**src/rtl/uart_rx_pkg.sv**
```systemverilog
package uart_rx_pkg;

	// Frame layout: start, 8 data bits, even parity, stop
	localparam int DATA_BITS = 8;
	localparam int FRAME_BITS = DATA_BITS + 3;

	// System clocks per UART bit
	localparam int CLOCKS_PER_BIT = 16;

	// Next start edge is accepted from the middle of the stop bit on
	localparam int HOLDOFF_CLOCKS = FRAME_BITS * CLOCKS_PER_BIT - CLOCKS_PER_BIT / 2;

	localparam int BUFFER_DEPTH = 4;

	// Derived widths
	localparam int HOLDOFF_WIDTH = $clog2(HOLDOFF_CLOCKS + 1);
	localparam int TIMER_WIDTH = $clog2(CLOCKS_PER_BIT);
	localparam int BIT_IDX_WIDTH = $clog2(DATA_BITS);
	localparam int BUFFER_PTR_WIDTH = $clog2(BUFFER_DEPTH);
	localparam int BUFFER_COUNT_WIDTH = $clog2(BUFFER_DEPTH + 1);

	typedef enum logic [2:0] {
		RX_IDLE,
		RX_START,
		RX_DATA,
		RX_PARITY,
		RX_STOP
	} rx_state_t;

	typedef struct packed {
		logic [DATA_BITS-1:0] data;
		logic parity_err;	// Data plus parity bit summed to odd
		logic frame_err;	// Stop bit sampled low
	} rx_word_t;

endpackage

```
**src/rtl/rx_start_detect.sv**
```systemverilog
`timescale 1ns/1ns

module rx_start_detect import uart_rx_pkg::*; (
	input  logic clk,
	input  logic reset,
	input  logic serial_in,
	output logic serial_synced,
	output logic start_pulse
);

	logic sync_meta;
	logic prev_synced;
	logic [HOLDOFF_WIDTH-1:0] holdoff_cnt;
	logic falling_edge;
	logic holdoff_done;

	// Two flop synchronizer, line idles high
	always_ff @(posedge clk) begin
		if (reset) begin
			sync_meta <= 1'b1;
			serial_synced <= 1'b1;
			prev_synced <= 1'b1;
		end else begin
			sync_meta <= serial_in;
			serial_synced <= sync_meta;
			prev_synced <= serial_synced;
		end
	end

	assign falling_edge = prev_synced && !serial_synced;
	assign holdoff_done = (holdoff_cnt == HOLDOFF_WIDTH'(HOLDOFF_CLOCKS));

	// Edges inside a running frame are masked by the hold-off count.
	// The counter comes out of reset saturated so the first edge is taken.
	always_ff @(posedge clk) begin
		if (reset) begin
			start_pulse <= 1'b0;
			holdoff_cnt <= HOLDOFF_WIDTH'(HOLDOFF_CLOCKS);
		end else begin
			start_pulse <= 1'b0;
			if (falling_edge && holdoff_done) begin
				start_pulse <= 1'b1;
				holdoff_cnt <= '0;
			end else if (!holdoff_done) begin
				holdoff_cnt <= holdoff_cnt + 1'b1;	// Saturates at HOLDOFF_CLOCKS
			end
		end
	end

endmodule

```
**src/rtl/rx_bit_timer.sv**
```systemverilog
`timescale 1ns/1ns

module rx_bit_timer import uart_rx_pkg::*; (
	input  logic clk,
	input  logic reset,
	input  logic restart,
	output logic sample_tick
);

	localparam logic [TIMER_WIDTH-1:0] HALF_BIT_LOAD = TIMER_WIDTH'(CLOCKS_PER_BIT / 2 - 1);
	localparam logic [TIMER_WIDTH-1:0] FULL_BIT_LOAD = TIMER_WIDTH'(CLOCKS_PER_BIT - 1);

	logic [TIMER_WIDTH-1:0] count;

	// Down counter. A restart lands the first tick in the middle of the
	// start bit, every later tick is one full bit further on.
	always_ff @(posedge clk) begin
		if (reset) begin
			count <= FULL_BIT_LOAD;
			sample_tick <= 1'b0;
		end else if (restart) begin
			count <= HALF_BIT_LOAD;
			sample_tick <= 1'b0;
		end else if (count == '0) begin
			count <= FULL_BIT_LOAD;
			sample_tick <= 1'b1;
		end else begin
			count <= count - 1'b1;
			sample_tick <= 1'b0;
		end
	end

endmodule

```
**src/rtl/rx_frame_fsm.sv**
```systemverilog
`timescale 1ns/1ns

module rx_frame_fsm import uart_rx_pkg::*; (
	input  logic clk,
	input  logic reset,
	input  logic start_pulse,
	input  logic sample_tick,
	input  logic serial_synced,
	output logic timer_restart,
	output logic shift_en,
	output logic check_stop,
	output logic frame_clear
);

	rx_state_t state;
	rx_state_t state_next;
	logic [BIT_IDX_WIDTH-1:0] bit_idx;
	logic last_data_bit;

	assign last_data_bit = (bit_idx == BIT_IDX_WIDTH'(DATA_BITS - 1));

	always_comb begin
		state_next = state;
		timer_restart = 1'b0;
		shift_en = 1'b0;
		check_stop = 1'b0;
		frame_clear = 1'b0;
		case (state)
			RX_IDLE: begin
				if (start_pulse) begin
					timer_restart = 1'b1;
					state_next = RX_START;
				end
			end
			RX_START: begin
				if (sample_tick) begin
					if (serial_synced) begin
						state_next = RX_IDLE;	// Line back high, glitch only
					end else begin
						frame_clear = 1'b1;
						state_next = RX_DATA;
					end
				end
			end
			RX_DATA: begin
				if (sample_tick) begin
					shift_en = 1'b1;
					if (last_data_bit)
						state_next = RX_PARITY;
				end
			end
			RX_PARITY: begin
				if (sample_tick) begin
					shift_en = 1'b1;	// Parity bit goes through the shifter too
					state_next = RX_STOP;
				end
			end
			RX_STOP: begin
				if (sample_tick) begin
					check_stop = 1'b1;
					state_next = RX_IDLE;
				end
			end
			default: state_next = RX_IDLE;
		endcase
	end

	always_ff @(posedge clk) begin
		if (reset) begin
			state <= RX_IDLE;
			bit_idx <= '0;
		end else begin
			state <= state_next;
			if (frame_clear)
				bit_idx <= '0;
			else if (state == RX_DATA && sample_tick)
				bit_idx <= bit_idx + 1'b1;
		end
	end

endmodule

```
**src/rtl/rx_shift_check.sv**
```systemverilog
`timescale 1ns/1ns

module rx_shift_check import uart_rx_pkg::*; (
	input  logic clk,
	input  logic reset,
	input  logic serial_synced,
	input  logic shift_en,
	input  logic check_stop,
	input  logic frame_clear,
	output logic word_valid,
	output rx_word_t word
);

	// Data and parity bits enter at the top and move down, so after the
	// parity shift the low byte holds the data LSB first
	logic [DATA_BITS:0] shift_reg;
	logic parity_acc;

	always_ff @(posedge clk) begin
		if (shift_en)
			shift_reg <= {serial_synced, shift_reg[DATA_BITS:1]};
	end

	// Running XOR over data and parity, even parity leaves it at zero
	always_ff @(posedge clk) begin
		if (reset)
			parity_acc <= 1'b0;
		else if (frame_clear)
			parity_acc <= 1'b0;
		else if (shift_en)
			parity_acc <= parity_acc ^ serial_synced;
	end

	// Word is captured at the stop bit sample
	always_ff @(posedge clk) begin
		if (check_stop) begin
			word.data <= shift_reg[DATA_BITS-1:0];
			word.parity_err <= parity_acc;
			word.frame_err <= !serial_synced;
		end
	end

	always_ff @(posedge clk) begin
		if (reset)
			word_valid <= 1'b0;
		else
			word_valid <= check_stop;	// One cycle strobe per frame
	end

endmodule

```
**src/rtl/rx_word_buffer.sv**
```systemverilog
`timescale 1ns/1ns

module rx_word_buffer import uart_rx_pkg::*; (
	input  logic clk,
	input  logic reset,
	input  logic word_valid,
	input  rx_word_t word,
	input  logic out_ready,
	output logic out_valid,
	output rx_word_t out_word,
	output logic overrun
);

	rx_word_t mem [BUFFER_DEPTH];
	logic [BUFFER_PTR_WIDTH-1:0] wr_ptr;
	logic [BUFFER_PTR_WIDTH-1:0] rd_ptr;
	logic [BUFFER_COUNT_WIDTH-1:0] count;
	logic full;
	logic push;
	logic pop;

	assign full = (count == BUFFER_COUNT_WIDTH'(BUFFER_DEPTH));
	assign push = word_valid && !full;	// No room frees up for a word arriving while full
	assign pop = out_valid && out_ready;

	assign out_valid = (count != '0);
	assign out_word = mem[rd_ptr];

	always_ff @(posedge clk) begin
		if (push)
			mem[wr_ptr] <= word;
	end

	// Pointers wrap on their own, depth is a power of two
	always_ff @(posedge clk) begin
		if (reset) begin
			wr_ptr <= '0;
			rd_ptr <= '0;
			count <= '0;
			overrun <= 1'b0;
		end else begin
			if (push)
				wr_ptr <= wr_ptr + 1'b1;
			if (pop)
				rd_ptr <= rd_ptr + 1'b1;
			if (push && !pop)
				count <= count + 1'b1;
			else if (pop && !push)
				count <= count - 1'b1;
			if (word_valid && full)
				overrun <= 1'b1;	// Sticky until reset
		end
	end

endmodule

```
**src/rtl/uart_rx_top.sv**
```systemverilog
`timescale 1ns/1ns

module uart_rx_top import uart_rx_pkg::*; (
	input  logic clk,
	input  logic reset,
	input  logic serial_in,
	input  logic out_ready,
	output logic out_valid,
	output rx_word_t out_word,
	output logic overrun
);

	logic serial_synced;
	logic start_pulse;
	logic timer_restart;
	logic sample_tick;
	logic shift_en;
	logic check_stop;
	logic frame_clear;
	logic word_valid;
	rx_word_t word;

	rx_start_detect i_rx_start_detect (
		.clk           (clk),
		.reset         (reset),
		.serial_in     (serial_in),
		.serial_synced (serial_synced),
		.start_pulse   (start_pulse)
	);

	rx_bit_timer i_rx_bit_timer (
		.clk         (clk),
		.reset       (reset),
		.restart     (timer_restart),
		.sample_tick (sample_tick)
	);

	rx_frame_fsm i_rx_frame_fsm (
		.clk           (clk),
		.reset         (reset),
		.start_pulse   (start_pulse),
		.sample_tick   (sample_tick),
		.serial_synced (serial_synced),
		.timer_restart (timer_restart),
		.shift_en      (shift_en),
		.check_stop    (check_stop),
		.frame_clear   (frame_clear)
	);

	rx_shift_check i_rx_shift_check (
		.clk           (clk),
		.reset         (reset),
		.serial_synced (serial_synced),
		.shift_en      (shift_en),
		.check_stop    (check_stop),
		.frame_clear   (frame_clear),
		.word_valid    (word_valid),
		.word          (word)
	);

	rx_word_buffer i_rx_word_buffer (
		.clk        (clk),
		.reset      (reset),
		.word_valid (word_valid),
		.word       (word),
		.out_ready  (out_ready),
		.out_valid  (out_valid),
		.out_word   (out_word),
		.overrun    (overrun)
	);

endmodule

```
**config.mk**
```make
export PLATFORM = sky130hd
export DESIGN_NAME = uart_rx_top
export DESIGN_NICKNAME = d
export VERILOG_FILES = /design/src/rtl/uart_rx_pkg.sv /design/src/rtl/rx_start_detect.sv /design/src/rtl/rx_bit_timer.sv /design/src/rtl/rx_frame_fsm.sv /design/src/rtl/rx_shift_check.sv /design/src/rtl/rx_word_buffer.sv /design/src/rtl/uart_rx_top.sv
export SDC_FILE = /design/constraint.sdc
export NUM_CORES = 1
export LEC_CHECK = 0
export BUFFER_PORTS_ARGS = -buffer_cell sky130_fd_sc_hd__clkbuf_2
export CORE_MARGIN = 5
export CORE_UTILIZATION = 39
export CTS_CLUSTER_DIAMETER = 30
export DETAILED_ROUTE_END_ITERATION = 8
export PLACE_DENSITY = 0.62
export SLEW_MARGIN = 20
export SYNTH_ARGS = -nofsm -noshare
export SYNTH_HDL_FRONTEND = slang
export SYNTH_SLANG_ARGS = --single-unit
```
**constraint.sdc**
```tcl
create_clock -name clk -period 4.6 [get_ports clk]
set_input_delay 0.92 -clock clk [delete_from_list [all_inputs] [get_ports clk]]
set_output_delay 0.92 -clock clk [all_outputs]
set_load 0.01 [all_outputs]
```
==> impl_metrics.csv, run 1 <==
group,metric,value,unit
layout,antenna_cells,0,
global_routing,grt_pass1_wl,9060,µm
cts,cts_tree,"built",
routing,ant_nets,0,
sta,fin_crit_sh,60.0,%
global_routing,grt.overflow.total,0,
cts,cts_max_level,3,
global_routing,grt-busiest-layer,"met2",
critical_path,worstPathRequired,3.68,ns
critical_path,path_max_fanout,10,
power_and_ir_drop,peakVddDrop,170,µV
power_and_ir_drop,pwr_density_cell,391,nW/µm²
global_routing,grt_util_met2,16.3,%
synth,yosys_warnings,0,
placed_design,gp_congestion,0.725,
synth,synth-edff-count,59,
routing,drt_iter0_markers,69,
sta,setup_viol,0,
critical_path,cp_num_buf_inv,1,
layout,multi_input_area,1060,µm²
sta,worst_slew_margin_rel,46.0,%
routing,drt-total-wl,5300,µm
sta,period_minus_slack,2.76,ns
global_routing,antenna_found_initial,0,
synth,synth_cell_types,44,
critical_path,slowest_delay,0.76,ns
global_routing,grtUsageTotal,10.3,%
status,outcome,"finished, final reports clean",
cts,cts_made_buffers,9,
synth,ys_seq_area_share,68.7,%
synth,avgSynthCellArea,14.9,µm²
cts,clkSlewWorstSetupHoldPaths,0.10,ns
critical_path,crit_slowest_cell,"dfxtp_1",
layout,largest_reg_flops,40,
critical_path,cp.arrival,1.84,ns
layout,fillCellCount,838,
synth,synth_top_area_share,49.2,%
critical_path,critPathLaunchType,"register",
cts,clkLatencyLatePin,0.36,ns
die,io_pins,16,
global_routing,grt_start_max_net_pins,24,
cts,cts_sinks,94,
routing,vias_per_cell,5.08,
min_path,hold_class,"register to register",
layout,layout.cells.non_filler,377,
cts,clockBufferDepth,2,
sta,rsz0062_at_grt,"false",
placed_design,dp_hpwl,3470,µm
global_routing,gr-usage-met3,2.91,%
power_and_ir_drop,combPwrFrac,6.4,%
synth,synth_ff_type,"edfxtp_1",
cts,cts_resized,0,
sta,fin_skew,0.0136,ns
die,coreArea,9110,µm²
cts,post_cts_buffers,0,
die,die_w,106,µm
cts,hold_buffers,0,
synth,synth.area.top_cells,"edfxtp_1 49%, dfxtp_1 19%, mux4_2 6.3%",
critical_path,critPathKind,"register to primary output",
critical_path,path_delay_family,"flip-flops",
synth,synthesis.nets,256,
sta,whs,0.413,ns
power_and_ir_drop,internal_power,1.17,mW
die,dieArea,11200,µm²
synth,yosysTopAreaCell,"edfxtp_1",
sta,fin_setup_tns,0,ns
layout,area_growth,10.8,%
layout,fin_nets,276,
layout,drive_above_1_share,17.7,%
sta,worst_slew_pin_slew,0.799,ns
synth,syn-instance-count,241,
synth,ys_ff_latch,94,
synth,syn_area,3600,µm²
placed_design,numPortBuffers,15,
die,row_count,35,
power_and_ir_drop,switching_share,25.2,%
global_routing,use_met1,12.8,%
critical_path,crit_chain,"mux4_2 -> clkbuf_2",
power_and_ir_drop,seq_power_share,59.0,%
routing,drc,0,
die,start_util,39.5,%
placed_design,dp_cells,361,
layout,final_core_util,43.8,%
flow_run,cap_viol_max_count,0,
sta,max_freq,362,MHz
power_and_ir_drop,p_switching,0.393,mW
layout,register_area,2470,µm²
power_and_ir_drop,power.leakage,1.40,nW
routing,dr_total_vias,1916,
die,fp.dieH,106,µm
sta,hold_violations,0,
power_and_ir_drop,clock_power_share,34.6,%
sta,slew_violations,0,
routing,first_pass_iters,4,
cts,cts-root-buf,"clkbuf_8",
critical_path,cp-end-kind,"primary output",
routing,detail_route.wl_per_cell,14.1,µm
synth,synth-async-reset-ratio,0,%
global_routing,grt_pass1_vias,1885,
## worst register-to-register path: stages (launching register included)
cell and delay [ns]:
dfxtp_1 0.39, o31ai_1 0.39, ha_1 0.25, inv_1 0.06, fa_1 0.37, xor2_1 0.16, or3_1 0.31, a21oi_1 0.14
## routing by layer
layer	vias to the layer above	part of all wire (%)
li1	946	-
met1	940	45
met2	21	50
met3	9	3.2
met4	0	2.1
met5	-	0
## kinds of logic after synthesis
| kind of cell | count (synthesis) | share of synthesized area (%) |
|---|---|---|
| AOI/OAI and AO/OA | 28 | 5.18 |
| and+or+nand+nor | 68 | 10.7 |
| adders and majority gates | 11 | 4.03 |
| DFF | 94 | 68.7 |
| buffers and inverters | 17 | 1.81 |
| xor gates and xnor gates | 9 | 2.19 |
| muxes | 14 | 7.37 |
## cell usage after synthesis, types with 4 or more instances
cell type,n
clkbuf_1,4
nand3_1,6
nor3_1,8
nand2_1,8
o21ai_0,5
mux4_2,10
nor2_1,17
dfxtp_1,35
xor2_1,6
ha_1,10
a21oi_1,8
and3_1,5
inv_1,11
mux2i_1,4
edfxtp_1,59
## per-stage QoR
stage / total power [mW] / instance area, µm² / setup slack (ns)
after detailed placement: 1.04 / 3790 / 2.13
after global routing: 1.63 / 3990 / 1.67
after global placement: 1.03 / 3790 / 2.15
after floorplan: 1.02 / 3600 / 2.31
after CTS: 1.58 / 3990 / 1.76
final: 1.56 / 3990 / 1.84
## placed cells by master, fill, tap and decap left out, drive strengths merged, types with 5 or more instances in the layout
cell type | synthesis | layout
nor2 | 17 | 17
clkbuf | 4 | 24
ha | 10 | 10
edfxtp | 59 | 59
o21ai | 5 | 5
nand2 | 8 | 8
inv | 11 | 17
mux4 | 10 | 10
a21oi | 8 | 8
nand3 | 6 | 6
and3 | 5 | 5
xor2 | 6 | 6
nor3 | 8 | 8
dfxtp | 35 | 35
## worst paths after layout
kind	start	end	slack, ns	cells past startpoint
worst max-delay path	register	out_word[9]	1.84	2
worst min-delay path	i_rx_start_detect.sync_meta	i_rx_start_detect.serial_synced	0.41	1
worst max register to register	i_rx_word_buffer.count[0]	i_rx_word_buffer.count[2]	2.49	7
worst min register to register	i_rx_start_detect.sync_meta	i_rx_start_detect.serial_synced	0.41	1
## area by class of cell
class	instances	share of cell area [%]
Inverter	11	1.04
Clock buffer	9	3.11
Timing Repair Buffer	15	1.88
Tap cell	111	3.48
Sequential cell	94	62.0
Multi-Input combinational cell	130	26.6
Clock inverter	7	1.91
## power by group through the flow
stage,Sequential (mW),Combinational [mW],Clock [mW]
2_1_floorplan,0.934,0.0810,0
3_3_place_gp,0.938,0.0966,0
3_5_place_dp,0.939,0.100,0
4_1_cts,0.920,0.101,0.557
5_1_grt,0.923,0.111,0.600
6_report,0.920,0.0991,0.540
(Power assumes the default switching activity.)
==> inputs of run 2 (changes only) <==
- PLACE_DENSITY: 0.62 -> 0.64
- clock period: 4.6 -> 2.4 ns (I/O delays scaled with it)
==> run 2 against run 1 <==
Global-route usage hardly changed; non-clock buffer count grew 1; combinational power is 87% higher; cell count increased by 0.27%; clock-buffer cell count unchanged; sequential cell count is the same; clock skew decreased by 0.0015 ns.
==> impl_metrics.csv, run 2 (same netlist as run 1, synthesis figures left out) <==
group,metric,value,unit
layout,fillCellCount,819,
status,outcome,"finished, final reports clean",
sta,max_freq,465,MHz
sta,hold_violations,0,
global_routing,antenna_found_initial,0,
routing,vias_per_cell,4.98,
sta,setup_ws,0.248,ns
min_path,hold_class,"input port to register",
placed_design,dp_hpwl,3380,µm
global_routing,grt_start_max_net_pins,24,
layout,most-common-layout-cells,"59 x edfxtp_1, 35 x dfxtp_1, 17 x nor2_1",
cts,clkLatencyLatePin,0.35,ns
placed_design,pre_cts_ws,0.277,ns
layout,final_common_cell,"edfxtp_1",
critical_path,crit_slowest_cell,"dfxtp_1",
placed_design,dpl_cell_area,3800,µm²
sta,period_minus_slack,2.15,ns
critical_path,cp-end-kind,"register",
die,row_count,35,
critical_path,reg2reg_to,"i_rx_word_buffer.count[2]",
global_routing,grt.overflow.total,0,
min_path,hold_path_depth,2,
critical_path,critPathLaunchType,"register",
layout,final_area,3980,µm²
cts,clockBufferDepth,2,
die,coreArea,9110,µm²
critical_path,worstPathRequired,2.69,ns
critical_path,reg2reg_slack,0.25,ns
routing,first_pass_iters,4,
critical_path,cp.arrival,2.44,ns
die,fp.dieH,106,µm
layout,register_area,2470,µm²
critical_path,path_max_fanout,7,
cts,cts_tree,"built",
critical_path,crit_chain,"o31ai_1 -> ha_1 -> inv_1 -> fa_1 -> xor2_1 -> or3_1 -> a21oi_1",
layout,largest_reg_flops,40,
routing,ant_nets,0,
cts,hold_buffers,0,
global_routing,grt_pass1_wl,9150,µm
die,io_pins,16,
routing,drt_iter0_markers,87,
die,dieArea,11200,µm²
sta,setup_viol,0,
sta,fin_skew,0.0121,ns
min_path,min_from,"serial_in",
cts,cts_made_buffers,9,
cts,post_cts_buffers,0,
routing,dr_total_vias,1881,
power_and_ir_drop,peakVddDrop,292,µV
critical_path,critPathKind,"register to register",
placed_design,gp_congestion,0.757,
sta,worst_slew_margin_rel,47.7,%
sta,rsz0062_at_grt,"false",
layout,antenna_cells,0,
cts,cts_resized,0,
die,start_util,39.5,%
layout,fin_nets,277,
layout,area_growth,10.7,%
critical_path,r2r-start,"i_rx_word_buffer.count[0]",
routing,drt-total-wl,5120,µm
critical_path,slowest_delay,0.39,ns
routing,detail_route.wl_per_cell,13.6,µm
min_path,hold_end,"i_rx_start_detect.sync_meta",
layout,drive_above_1_share,18.0,%
power_and_ir_drop,power.leakage,1.40,nW
sta,fin_crit_sh,89.6,%
sta,worst_slew_pin_slew,0.774,ns
flow_run,cap_viol_max_count,0,
global_routing,grtUsageTotal,10.3,%
layout,multi_input_area,1060,µm²
routing,drc,0,
die,die_w,106,µm
placed_design,numPortBuffers,15,
power_and_ir_drop,pwr_density_cell,734,nW/µm²
sta,slew_violations,0,
cts,cts_sinks,94,
cts,clkSlewWorstSetupHoldPaths,0.10,ns
critical_path,worstRegToRegCells,7,
cts,cts-root-buf,"clkbuf_8",
cts,cts_max_level,3,
sta,fin_setup_tns,0,ns
global_routing,grt_pass1_vias,1888,
==> run 2: cell type report <==
| class | instances | share of cell area [%] |
|---|---|---|
| Sequential cell | 94 | 62.1 |
| Multi-Input combinational cell | 130 | 26.6 |
| Tap cell | 111 | 3.49 |
| Clock buffer | 9 | 3.11 |
| Timing Repair Buffer | 16 | 2.07 |
| Clock inverter | 7 | 1.57 |
| Inverter | 11 | 1.04 |
==> run 2: worst max-delay path, delay by kind of cell, from the launching register on <==
| family | cells | cell delay (ns) |
|---|---|---|
| AO/OA/AOI/OAI | 2 | 0.53 |
| XOR/XNOR | 1 | 0.16 |
| buffers and inverters | 1 | 0.06 |
| flip-flops | 1 | 0.39 |
| adder cells (fa/ha/maj) | 2 | 0.64 |
| AND/OR/NAND/NOR | 1 | 0.31 |
==> run 2: worst max-delay path by stage <==
stage,start,to,slack (ns),cells after the start
floorplan,i_rx_word_buffer.count[0],i_rx_word_buffer.count[2],0.42,7
global placement,i_rx_word_buffer.count[0],i_rx_word_buffer.count[2],0.35,7
detailed placement,i_rx_word_buffer.count[0],i_rx_word_buffer.count[2],0.28,7
CTS,i_rx_word_buffer.count[0],i_rx_word_buffer.count[2],0.25,7
global route,i_rx_word_buffer.count[0],i_rx_word_buffer.count[2],0.09,7
finish,i_rx_word_buffer.count[0],i_rx_word_buffer.count[2],0.25,7
==> run 2: where the power goes <==
group          switching (mW)  leakage [nW]  internal [mW]  total (mW)
combinational          0.0988         0.483         0.0859       0.185
sequential             0.0333         0.823           1.73        1.76
clock                   0.577        0.0927          0.399       0.976
==> run 2: metrics by stage <==
stage | util (%) | total power [mW] | instances | hold WS, ns
6_report | 43.7 | 2.92 | 378 | 0.315
5_1_grt | 43.7 | 3.08 | 378 | 0.296
4_1_cts | 43.7 | 2.96 | 378 | 0.302
3_5_place_dp | 41.7 | 1.99 | 362 | 0.396
3_3_place_gp | 41.7 | 1.98 | 362 | 0.395
2_1_floorplan | - | 1.95 | 241 | 0.384
==> run 2: routing by layer <==
layer	track usage [%]	share of wire, %	up-vias
li1	-	-	949
met2	16.7	49	22
met5	0	0	-
met1	13.3	47	906
met4	3.33	1.2	0
met3	3.28	2.9	4
